--- config.mk ---
export PLATFORM = sky130hd
export DESIGN_NAME = tlx_rev_ctrl
export DESIGN_NICKNAME = d
export VERILOG_FILES = /design/src/design/tlx_pkg.sv /design/src/design/tlx_csr.sv /design/src/design/tlx_rev_ctrl.sv /design/src/design/tlx_rx_lane.sv /design/src/design/tlx_tx_lane.sv
export VERILOG_INCLUDE_DIRS = /design/src /design/src/design
export SDC_FILE = /design/constraint.sdc
export NUM_CORES = 1
export LEC_CHECK = 0
export BUFFER_PORTS_ARGS = -buffer_cell sky130_fd_sc_hd__buf_4
export CELL_PAD_IN_SITES_DETAIL_PLACEMENT = 1
export CELL_PAD_IN_SITES_GLOBAL_PLACEMENT = 2
export CORE_MARGIN = 2
export CORE_UTILIZATION = 42
export CTS_CLUSTER_DIAMETER = 100
export DETAILED_ROUTE_END_ITERATION = 12
export PLACE_DENSITY = 0.85
export SETUP_SLACK_MARGIN = 0.1
export SYNTH_ARGS = -nofsm -noshare
export SYNTH_HDL_FRONTEND = slang
export SYNTH_HIERARCHICAL = 1
export SYNTH_SLANG_ARGS = --single-unit
--- constraint.sdc ---
create_clock -name rev_clk -period 5.7 [get_ports rev_clk]
set_clock_uncertainty 0.15 [all_clocks]
set_input_delay 0.57 -clock rev_clk [delete_from_list [all_inputs] [get_ports rev_clk]]
set_output_delay 0.57 -clock rev_clk [all_outputs]
set_load 0.005 [all_outputs]
--- src/design/tlx_config.svh ---
// TLX reverse channel configuration
`ifndef TLX_CONFIG_SVH
`define TLX_CONFIG_SVH

// Datapath and bus widths
`define TLX_SEQ_W   32
`define TLX_LEN_W   32
`define TLX_ADDR_W  6
`define TLX_DATA_W  32

// Register offsets within a lane
`define TLX_REG_CTRL   6'h00
`define TLX_REG_CMD    6'h04
`define TLX_REG_SEQ    6'h08
`define TLX_REG_LEN    6'h0C
`define TLX_REG_STAT   6'h10
`define TLX_REG_COUNT  6'h14

// Lane bases
`define TLX_RX_BASE  6'h00
`define TLX_TX_BASE  6'h20

// AXI response codes
`define TLX_RESP_OKAY    2'b00
`define TLX_RESP_SLVERR  2'b10

`endif

--- src/design/tlx_pkg.sv ---
// TLX shared types
`include "tlx_config.svh"

package tlx_pkg;

  typedef logic [`TLX_SEQ_W-1:0]  seq_t;
  typedef logic [`TLX_LEN_W-1:0]  len_t;
  typedef logic [`TLX_LEN_W-1:0]  count_t;
  typedef logic [`TLX_ADDR_W-1:0] axil_addr_t;
  typedef logic [`TLX_DATA_W-1:0] axil_data_t;

  //----------------------------------------------------------------------
  // Lane groups
  //----------------------------------------------------------------------
  typedef struct packed {
    logic en;
    logic ie;
    seq_t seq;
    len_t len;
  } lane_cfg_t;

  typedef struct packed {
    logic start;
    logic clear;
  } lane_cmd_t;

  typedef struct packed {
    logic   active;
    logic   done;
    count_t count;
  } lane_stat_t;

  //----------------------------------------------------------------------
  // AXI4-Lite channels
  //----------------------------------------------------------------------
  typedef struct packed {
    logic       awvalid;
    axil_addr_t awaddr;
    logic       wvalid;
    axil_data_t wdata;
    logic       bready;
    logic       arvalid;
    axil_addr_t araddr;
    logic       rready;
  } axil_req_t;

  typedef struct packed {
    logic       awready;
    logic       wready;
    logic       bvalid;
    logic [1:0] bresp;
    logic       arready;
    logic       rvalid;
    axil_data_t rdata;
    logic [1:0] rresp;
  } axil_rsp_t;

  typedef enum logic [1:0] {RX_IDLE, RX_RUN, RX_DONE} rx_state_t;
  typedef enum logic {TX_IDLE, TX_SEND} tx_state_t;

endpackage

--- src/design/tlx_csr.sv ---
// AXI4-Lite register block
// Lane configuration, commands and status
`timescale 1ns/10ps
`include "tlx_config.svh"

module tlx_csr (
  input  logic                rev_clk,
  input  logic                rst,
  input  tlx_pkg::axil_req_t  axil_req,
  output tlx_pkg::axil_rsp_t  axil_rsp,
  output tlx_pkg::lane_cfg_t  rx_cfg,
  output tlx_pkg::lane_cfg_t  tx_cfg,
  output tlx_pkg::lane_cmd_t  rx_cmd,
  output tlx_pkg::lane_cmd_t  tx_cmd,
  input  tlx_pkg::lane_stat_t rx_stat,
  input  tlx_pkg::lane_stat_t tx_stat
);
  import tlx_pkg::*;

  // Index 0 is the rx lane, 1 the tx lane
  lane_cfg_t  cfg_q [2];
  lane_cmd_t  cmd_q [2];
  lane_stat_t stat  [2];

  logic       wr_ready;
  logic       rd_ready;
  logic       bvalid;
  logic [1:0] bresp;
  logic       rvalid;
  logic [1:0] rresp;
  axil_data_t rdata;

  logic       wr_hs;
  logic       rd_hs;
  logic       wr_sel;
  logic       rd_sel;
  axil_addr_t wr_off;
  axil_addr_t rd_off;
  axil_data_t rd_val;

  function automatic logic off_mapped(axil_addr_t off);
    case (off)
      `TLX_REG_CTRL, `TLX_REG_CMD, `TLX_REG_SEQ,
      `TLX_REG_LEN, `TLX_REG_STAT, `TLX_REG_COUNT: off_mapped = 1'b1;
      default: off_mapped = 1'b0;
    endcase
  endfunction

  assign stat[0] = rx_stat;
  assign stat[1] = tx_stat;

  // Lane select and offset within the lane
  assign wr_sel = (axil_req.awaddr >= `TLX_TX_BASE);
  assign wr_off = wr_sel ? axil_req.awaddr - `TLX_TX_BASE : axil_req.awaddr - `TLX_RX_BASE;
  assign rd_sel = (axil_req.araddr >= `TLX_TX_BASE);
  assign rd_off = rd_sel ? axil_req.araddr - `TLX_TX_BASE : axil_req.araddr - `TLX_RX_BASE;

  assign wr_hs = wr_ready & axil_req.awvalid & axil_req.wvalid;
  assign rd_hs = rd_ready & axil_req.arvalid;

  //--------------------------------------------------------------------
  // Write channel
  //--------------------------------------------------------------------
  always_ff @(posedge rev_clk) begin
    if (rst) begin
      wr_ready <= 1'b0;
      bvalid   <= 1'b0;
    end else begin
      // Address and data taken together, one-cycle ready
      wr_ready <= ~wr_ready & axil_req.awvalid & axil_req.wvalid & ~bvalid;
      if (wr_hs) begin
        bvalid <= 1'b1;
      end else if (axil_req.bready) begin
        bvalid <= 1'b0;
      end
    end
  end

  always_ff @(posedge rev_clk) begin
    if (rst) begin
      cfg_q <= '{default: '0};
      cmd_q <= '{default: '0};
    end else begin
      cmd_q <= '{default: '0};
      if (wr_hs) begin
        case (wr_off)
          `TLX_REG_CTRL: begin
            cfg_q[wr_sel].en <= axil_req.wdata[0];
            cfg_q[wr_sel].ie <= axil_req.wdata[1];
          end
          `TLX_REG_CMD: begin
            cmd_q[wr_sel].start <= axil_req.wdata[0];
            cmd_q[wr_sel].clear <= axil_req.wdata[1];
          end
          `TLX_REG_SEQ: cfg_q[wr_sel].seq <= axil_req.wdata;
          `TLX_REG_LEN: cfg_q[wr_sel].len <= axil_req.wdata;
          default: ;
        endcase
      end
    end
  end

  //--------------------------------------------------------------------
  // Read channel
  //--------------------------------------------------------------------
  always_comb begin
    rd_val = '0;
    case (rd_off)
      `TLX_REG_CTRL: begin
        rd_val[0] = cfg_q[rd_sel].en;
        rd_val[1] = cfg_q[rd_sel].ie;
      end
      `TLX_REG_SEQ:   rd_val = cfg_q[rd_sel].seq;
      `TLX_REG_LEN:   rd_val = cfg_q[rd_sel].len;
      `TLX_REG_STAT: begin
        rd_val[0] = stat[rd_sel].active;
        rd_val[1] = stat[rd_sel].done;
      end
      `TLX_REG_COUNT: rd_val = stat[rd_sel].count;
      default:        rd_val = '0;
    endcase
  end

  always_ff @(posedge rev_clk) begin
    if (rst) begin
      rd_ready <= 1'b0;
      rvalid   <= 1'b0;
    end else begin
      rd_ready <= ~rd_ready & axil_req.arvalid & ~rvalid;
      if (rd_hs) begin
        rvalid <= 1'b1;
      end else if (axil_req.rready) begin
        rvalid <= 1'b0;
      end
    end
  end

  // Response payload, held while valid waits
  always_ff @(posedge rev_clk) begin
    if (wr_hs) begin
      bresp <= off_mapped(wr_off) ? `TLX_RESP_OKAY : `TLX_RESP_SLVERR;
    end
    if (rd_hs) begin
      rdata <= rd_val;
      rresp <= off_mapped(rd_off) ? `TLX_RESP_OKAY : `TLX_RESP_SLVERR;
    end
  end

  assign axil_rsp.awready = wr_ready;
  assign axil_rsp.wready  = wr_ready;
  assign axil_rsp.bvalid  = bvalid;
  assign axil_rsp.bresp   = bresp;
  assign axil_rsp.arready = rd_ready;
  assign axil_rsp.rvalid  = rvalid;
  assign axil_rsp.rdata   = rdata;
  assign axil_rsp.rresp   = rresp;

  assign rx_cfg = cfg_q[0];
  assign tx_cfg = cfg_q[1];
  assign rx_cmd = cmd_q[0];
  assign tx_cmd = cmd_q[1];

endmodule

--- src/design/tlx_rev_ctrl.sv ---
// TLX reverse channel training controller
`timescale 1ns/10ps

module tlx_rev_ctrl (
  input  logic               rev_clk,
  input  logic               rst,
  input  tlx_pkg::axil_req_t axil_req,
  output tlx_pkg::axil_rsp_t axil_rsp,
  input  logic               rx_din,
  input  logic               tx_din,
  output logic               tx_dout,
  output logic               rx_irq,
  output logic               tx_irq
);
  import tlx_pkg::*;

  lane_cfg_t  rx_cfg;
  lane_cfg_t  tx_cfg;
  lane_cmd_t  rx_cmd;
  lane_cmd_t  tx_cmd;
  lane_stat_t rx_stat;
  lane_stat_t tx_stat;

  tlx_csr u_csr (
    .rev_clk  (rev_clk),
    .rst      (rst),
    .axil_req (axil_req),
    .axil_rsp (axil_rsp),
    .rx_cfg   (rx_cfg),
    .tx_cfg   (tx_cfg),
    .rx_cmd   (rx_cmd),
    .tx_cmd   (tx_cmd),
    .rx_stat  (rx_stat),
    .tx_stat  (tx_stat)
  );

  tlx_rx_lane u_rx_lane (
    .rev_clk (rev_clk),
    .rst     (rst),
    .din     (rx_din),
    .cfg     (rx_cfg),
    .cmd     (rx_cmd),
    .stat    (rx_stat)
  );

  tlx_tx_lane u_tx_lane (
    .rev_clk (rev_clk),
    .rst     (rst),
    .din     (tx_din),
    .cfg     (tx_cfg),
    .cmd     (tx_cmd),
    .dout    (tx_dout),
    .stat    (tx_stat)
  );

  // Interrupts are the done bits
  assign rx_irq = rx_stat.done;
  assign tx_irq = tx_stat.done;

endmodule

--- src/design/tlx_rx_lane.sv ---
// Input lane sequence matcher
`timescale 1ns/10ps
`include "tlx_config.svh"

module tlx_rx_lane (
  input  logic                rev_clk,
  input  logic                rst,
  input  logic                din,
  input  tlx_pkg::lane_cfg_t  cfg,
  input  tlx_pkg::lane_cmd_t  cmd,
  output tlx_pkg::lane_stat_t stat
);
  import tlx_pkg::*;

  rx_state_t state;
  seq_t      window;
  seq_t      window_nxt;
  len_t      bit_cnt;
  len_t      bits_nxt;
  count_t    match_cnt;
  logic      done;
  logic      start_ok;
  logic      seq_hit;

  assign start_ok   = cmd.start & cfg.en;
  assign window_nxt = {window[`TLX_SEQ_W-2:0], din};
  assign bits_nxt   = bit_cnt + 1'b1;

  // Window only counts once a full sequence has shifted in
  assign seq_hit = (bits_nxt >= len_t'(`TLX_SEQ_W)) && (window_nxt == cfg.seq);

  //--------------------------------------------------------------------
  // Control FSM
  //--------------------------------------------------------------------
  always_ff @(posedge rev_clk) begin
    if (rst) begin
      state     <= RX_IDLE;
      done      <= 1'b0;
      match_cnt <= '0;
    end else if (cmd.clear) begin
      state     <= RX_IDLE;
      done      <= 1'b0;
      match_cnt <= '0;
    end else if (start_ok) begin
      state     <= RX_RUN;
      done      <= 1'b0;
      match_cnt <= '0;
    end else if (state == RX_RUN) begin
      if (seq_hit) begin
        match_cnt <= match_cnt + 1'b1;
      end
      if (bits_nxt == cfg.len) begin
        done <= 1'b1;
        // Auto stop when the interrupt is enabled
        if (cfg.ie) begin
          state <= RX_DONE;
        end
      end
    end
  end

  // Shift window and bit counter
  always_ff @(posedge rev_clk) begin
    if (start_ok) begin
      window  <= '0;
      bit_cnt <= '0;
    end else if (state == RX_RUN) begin
      window  <= window_nxt;
      bit_cnt <= bits_nxt;
    end
  end

  assign stat.active = (state == RX_RUN);
  assign stat.done   = done;
  assign stat.count  = match_cnt;

endmodule

--- src/design/tlx_tx_lane.sv ---
// Output lane sequence driver
`timescale 1ns/10ps
`include "tlx_config.svh"

module tlx_tx_lane (
  input  logic                rev_clk,
  input  logic                rst,
  input  logic                din,
  input  tlx_pkg::lane_cfg_t  cfg,
  input  tlx_pkg::lane_cmd_t  cmd,
  output logic                dout,
  output tlx_pkg::lane_stat_t stat
);
  import tlx_pkg::*;

  tx_state_t state;
  seq_t      shreg;
  len_t      bit_cnt;
  len_t      bits_nxt;
  logic      done;
  logic      start_ok;

  assign start_ok = cmd.start & cfg.en;
  assign bits_nxt = bit_cnt + 1'b1;

  always_ff @(posedge rev_clk) begin
    if (rst) begin
      state <= TX_IDLE;
      done  <= 1'b0;
    end else if (cmd.clear) begin
      state <= TX_IDLE;
      done  <= 1'b0;
    end else if (start_ok) begin
      state <= TX_SEND;
      done  <= 1'b0;
    end else if (state == TX_SEND && bits_nxt == cfg.len) begin
      done <= 1'b1;
      if (cfg.ie) begin
        state <= TX_IDLE;
      end
    end
  end

  // Rotate MSB first so the sequence repeats
  always_ff @(posedge rev_clk) begin
    if (start_ok) begin
      shreg   <= cfg.seq;
      bit_cnt <= '0;
    end else if (state == TX_SEND) begin
      shreg   <= {shreg[`TLX_SEQ_W-2:0], shreg[`TLX_SEQ_W-1]};
      bit_cnt <= bits_nxt;
    end
  end

  // Disabled lane passes its input through
  assign dout = cfg.en ? ((state == TX_SEND) & shreg[`TLX_SEQ_W-1]) : din;

  assign stat.active = (state == TX_SEND);
  assign stat.done   = done;
  assign stat.count  = '0;

endmodule

# Word-level counts from Yosys, hierarchy flattened
# Index checks and enable logic that the tools add are counted.
# W data, S select, Z words.
[totals] regBits=340 latchBits=0 ram_bits=0 romBits=0 input_bits=53 wordCells=149 memories=0
[op_classes] addsub=5 n_mul=0 div_mod_pow=0 order_cmp=6 n_eq_ne=14 n_shift=0 muxes=48 n_bitwise=20 n_reduce_logical=27
[op_table] cell="$bwmux W132" n=4
[op_table] cell="$pmux W132 S3" n=1
[op_table] cell="$demux W66 S1" n=4
[op_table] cell="$mux W66" n=4
[op_table] cell="$mux W34" n=3
[op_table] cell="$add A32 B1 Y32 const B" n=3
[op_table] cell="$eq A32 B32 Y1" n=3
[op_table] cell="$mux W32" n=3
[op_table] cell="$pmux W30 S3" n=1
[op_table] cell="$mux W65" n=1
[op_table] cell="$mux W64" n=1
[op_table] cell="$ge A32 B6 Y1 const B" n=1
[op_table] cell="$eq A6 B4 Y1 const B" n=4
[op_table] cell="$eq A6 B5 Y1 const B" n=4
[op_table] cell="$mux W1" n=17
[op_table] cell="$reduce_bool A2 Y1" n=8
[op_table] cell="$eq A6 B3 Y1 const B" n=2
[op_table] cell="$ge A6 B6 Y1 const B" n=2
[op_table] cell="$logic_not A6 Y1" n=2
[op_table] cell="$mux W6" n=2
[op_table] cell="$reduce_or A6 Y1" n=2
[op_table] cell="$sub A6 B6 Y6 const B" n=2
[op_table] cell="$and A1 B1 Y1" n=11
[op_table] cell="$pmux W2 S5" n=1
[op_table] cell="other kinds (15)" n=34

# Longest topological paths before layout
[depth] word_depth=9 depth_mapped=12 mapped_depth_nobuf=9

# By module
# Netlist, hierarchy kept.
[modules_own_cells] module="tlx_csr" n_inst=1 cells_per_inst=740 area_each_um2=8272.9 seq_area_each_um2=3823.7
[modules_own_cells] module="tlx_rx_lane" n_inst=1 cells_per_inst=797 area_each_um2=6190.9 seq_area_each_um2=1961.9
[modules_own_cells] module="tlx_tx_lane" n_inst=1 cells_per_inst=515 area_each_um2=4262.8 seq_area_each_um2=1641.6

# Worst setup path after synthesis
# No wires, ideal clock.
[synth_timing] path_type="register to register" from="register u_rx_lane.bit_cnt[0]" to="register u_rx_lane.match_cnt[29]" setup_time_ps=115 t_arrival_ps=3082 path_slack_ps=2353 stages_incl_launch_ff=11 path_buffers=1 cell_sequence="dfxtp_1 -> ha_1 -> nand3_4 -> nor4_1 -> xnor2_1 -> nand4_1 -> or4_1 -> o311ai_4 -> buf_6 -> nor4_1 -> o21a_1"
[synth_via] elab_chain_len=4
[synth_rtl] element="start: declaration" line="tlx_rx_lane.sv:18" source="len_t bit_cnt;"
[synth_rtl] element="start signal: assignment" line="tlx_rx_lane.sv:69" source="bit_cnt <= bits_nxt;"
[synth_rtl] element="$add A32 B1 Y32" line="tlx_rx_lane.sv:27" source="assign bits_nxt = bit_cnt + 1'b1;"
[synth_rtl] element="$ge A32 B6 Y1" line="tlx_rx_lane.sv:30" source="assign seq_hit = (bits_nxt >= len_t'(`TLX_SEQ_W)) && (window_nxt == cfg.seq);"
[synth_rtl] element="$logic_and A1 B1 Y1" line="tlx_rx_lane.sv:30"
[synth_rtl] element="$reduce_and A2 Y1 (no source line)"
[synth_rtl] element="end signal: assignment" line="tlx_rx_lane.sv:50" source="match_cnt <= match_cnt + 1'b1;"
[synth_rtl] element="end: declaration" line="tlx_rx_lane.sv:20" source="count_t match_cnt;"
# Every way passes these cells.
# A chain may end at the register's enable or synchronous reset.

# Worst setup path after layout
[layout_timing] from="register u_rx_lane.bit_cnt[7]" to="register u_rx_lane.match_cnt[7]"
# The elaborated chain is that of the path after synthesis.

==> impl_metrics.ini <==
[cts]
htree_levels = 2
cts_tree = yes
clk-insertion-delay-late_ps = 570
cts-buffers-inserted = 40
root_buffer = clkbuf_16
holdBufCountCts = 0
cts-resized-gates = 0
clock_sinks = 338
postCtsSetupBuffers = 0
cts.clk_slew.worst_paths_ps = 60
cts_buffer_depth = 3

[floorplanning]
dieArea_sq_mm = 0.0463
dieHeight_um = 215
core_area_sq_mm = 0.0441
die_w_um = 215
pin_count = 97
start_util_pct = 42.4
rows = 77

[setup_path]
critPathRequiredTime_ps = 5920
worstReg2RegStart = u_rx_lane/bit_cnt[7]
crit_path_top_delay_cell = o311ai_4
critPathArrivalTime_ps = 4720
end_kind = flop
cp-startpoint = u_rx_lane/bit_cnt[7]
crit_type = flop to flop
crit_family = simple AND/OR/NAND/NOR gates
worstPathCellList = nand4_1, nor2_1, nand3_1, nor4_1, o22ai_4, o311ai_4, or3_1, a21oi_1
reg2reg_depth = 8
reg2reg_slack_ps = 1200
max_stage_delay_ps = 940
crit_fanout = 28
rr_endpoint = u_rx_lane/match_cnt[7]
start_kind = flop
crit_buf_inv = 0

[final_layout]
fin_util_pct = 47.0
drive_gt1_share_pct = 11.7
diodes = 0
final_area_sq_mm = 0.0208
area_delta_synth_final_pct = 10.8
nets = 2115

[timing]
maxSlewViolCount = 0
min_period_ps = 4500
max_freq_mhz = 222
finalHoldViolCount = 0
slew_headroom_pct = 22.1
finalCritPeriodShare_pct = 78.9
tightest_slew_ps = 1170
setup_viol = 0
rsz0062_at_grt = false
finalSetupTns_ps = 0

[global_routing]
grt_pass1_vias = 15600
antenna_found_initial = 0
gr-usage-all-layers_pct = 27.1
grt_max_degree = 133
grt_overflow_total = 0
grt_pass1_wl_um = 96300

[hold_path]
hp-start = axil_req[9]
hp-class = primary input to flop
min_to = u_csr/rx_cmd[1]
min_path_cells = 2

[drt]
viasPerCell = 5.72
first_pass_iters = 5
wirelength_um = 64000
drc = 0
vias = 15400
drt-initial-drc-count = 1061
ant_nets = 0
detail_route.wl_per_cell_um = 23.9

[synth]
synth_warnings = 6
async_flop_share_pct = 0
synth_edf_count = 66
ys.flop_type = dfxtp_1
synth-seq-area-share_pct = 39.7
synth_seq_cells = 338
yosysMostFrequentCell = dfxtp_1
synth_cells = 2052
syn_avg_cell_area_sq_um = 9.13
synthTopCellsByCount = 272 x dfxtp_1, 242 x nand2_1, 197 x mux2i_1
yosysUniqueCellTypes = 87
yosysTopAreaCellShare_pct = 29.1
synthTopCellsByArea = dfxtp_1 29%, edfxtp_1 11%, mux2i_1 11%
yosys.area.top_type = dfxtp_1
synth_area_sq_mm = 0.0187

[flow_run]
max_cap_violations = 0

[placed_design]
place_area_sq_mm = 0.0195
io_buffers = 94
gp_congestion = 0.900
place_hpwl_um = 46100

[power_and_ir_drop]
leakage_nw = 8.22
p_per_area_mw_per_mm2 = 252
power_w = 0.00522
ir_drop_mv = 0.210

[status]
status = completed
[through the flow]
stage                     setup slack [ps]  std cells  hold WS [ps]
after floorplan                       2350       2084           262
after global placement                1480       2608           279
after detailed placement              1320       2608           294
after CTS                             1300       2682          81.0
after global routing                   729       2682          98.1
final                                 1200       2682          97.3
[worst max-delay path by stage]
stage	end	slack (ps)	cells after the start
global route	u_rx_lane/match_cnt[8]	730	8
CTS	u_rx_lane/match_cnt[1]	1300	8
floorplan	u_rx_lane/match_cnt[29]	2350	10
global placement	u_rx_lane/match_cnt[1]	1480	8
detailed placement	u_rx_lane/match_cnt[1]	1320	8
finish	u_rx_lane/match_cnt[7]	1200	8
[logic make-up (layout without fill, tap and decap cells)]
| group | Yosys count | after routing | share of synthesized area [%] |
|---|---|---|---|
| flops | 338 | 338 | 39.7 |
| buf+inv | 201 | 207 | 5.69 |
| other cells | 2 | 34 | 0.0401 |
| compound gates | 255 | 255 | 9.24 |
| xor+xnor | 161 | 161 | 7.53 |
| fa+ha+maj | 5 | 5 | 0.321 |
| simple gates | 852 | 852 | 24.4 |
| mux | 238 | 238 | 13.1 |
[layout make-up]
cell class	instances	area (sq um)
multi-input cells	1545	10400
clock buffers	62	1190
well taps	592	741
flip-flops and latches	338	7430
clock inverters	12	95.1
repair buffers	112	853
inverters	21	78.8
fillers	5140	23400
[power breakdown]
part	switching, W	internal [W]	total, W
registers	0.0000188	0.00244	0.00246
clock network	0.00106	0.00148	0.00253
logic	0.000131	0.0000934	0.000225
[registers in the layout (all words and copies together) (netlist names), 31 cells and up]
register,count
u_csr/rx_cfg,66
u_csr/tx_cfg,66
u_csr/rdata,32
u_rx_lane/bit_cnt,32
u_rx_lane/match_cnt,32
u_tx_lane/bit_cnt,32
u_tx_lane/shreg,32
u_rx_lane/window,31
[cells in the final DEF (no fill, tap or decap), drive strengths merged, types with 6 or more instances in the layout]
cell type,instances
a31oi,8
mux2,39
inv,20
nor3b,8
o221ai,31
and3,19
or4,28
nor2,96
conb,34
o21a,8
mux2i,197
o31ai,22
xnor2,76
buf,112
edfxtp,66
o211ai,6
nand4,43
nand2,243
o21ai,43
o22ai,6
nor2b,8
clkinv,10
and4,19
nor3,37
nor4,32
or3,29
nand3,95
and2,10
xor2,85
nand2b,169
dfxtp,272
a21oi,88
clkbuf,62
[per-layer routing]
| metal | vias to the layer above | global-route usage (%) | share of wire [%] |
|---|---|---|---|
| met5 | - | 0.833 | 0.017 |
| met4 | 2 | 9.40 | 3.5 |
| met1 | 7660 | 35.8 | 45 |
| li1 | 7227 | - | - |
| met3 | 92 | 4.59 | 5.0 |
| met2 | 370 | 44.8 | 47 |
No activity file was read; power rests on OpenSTA's default activity.
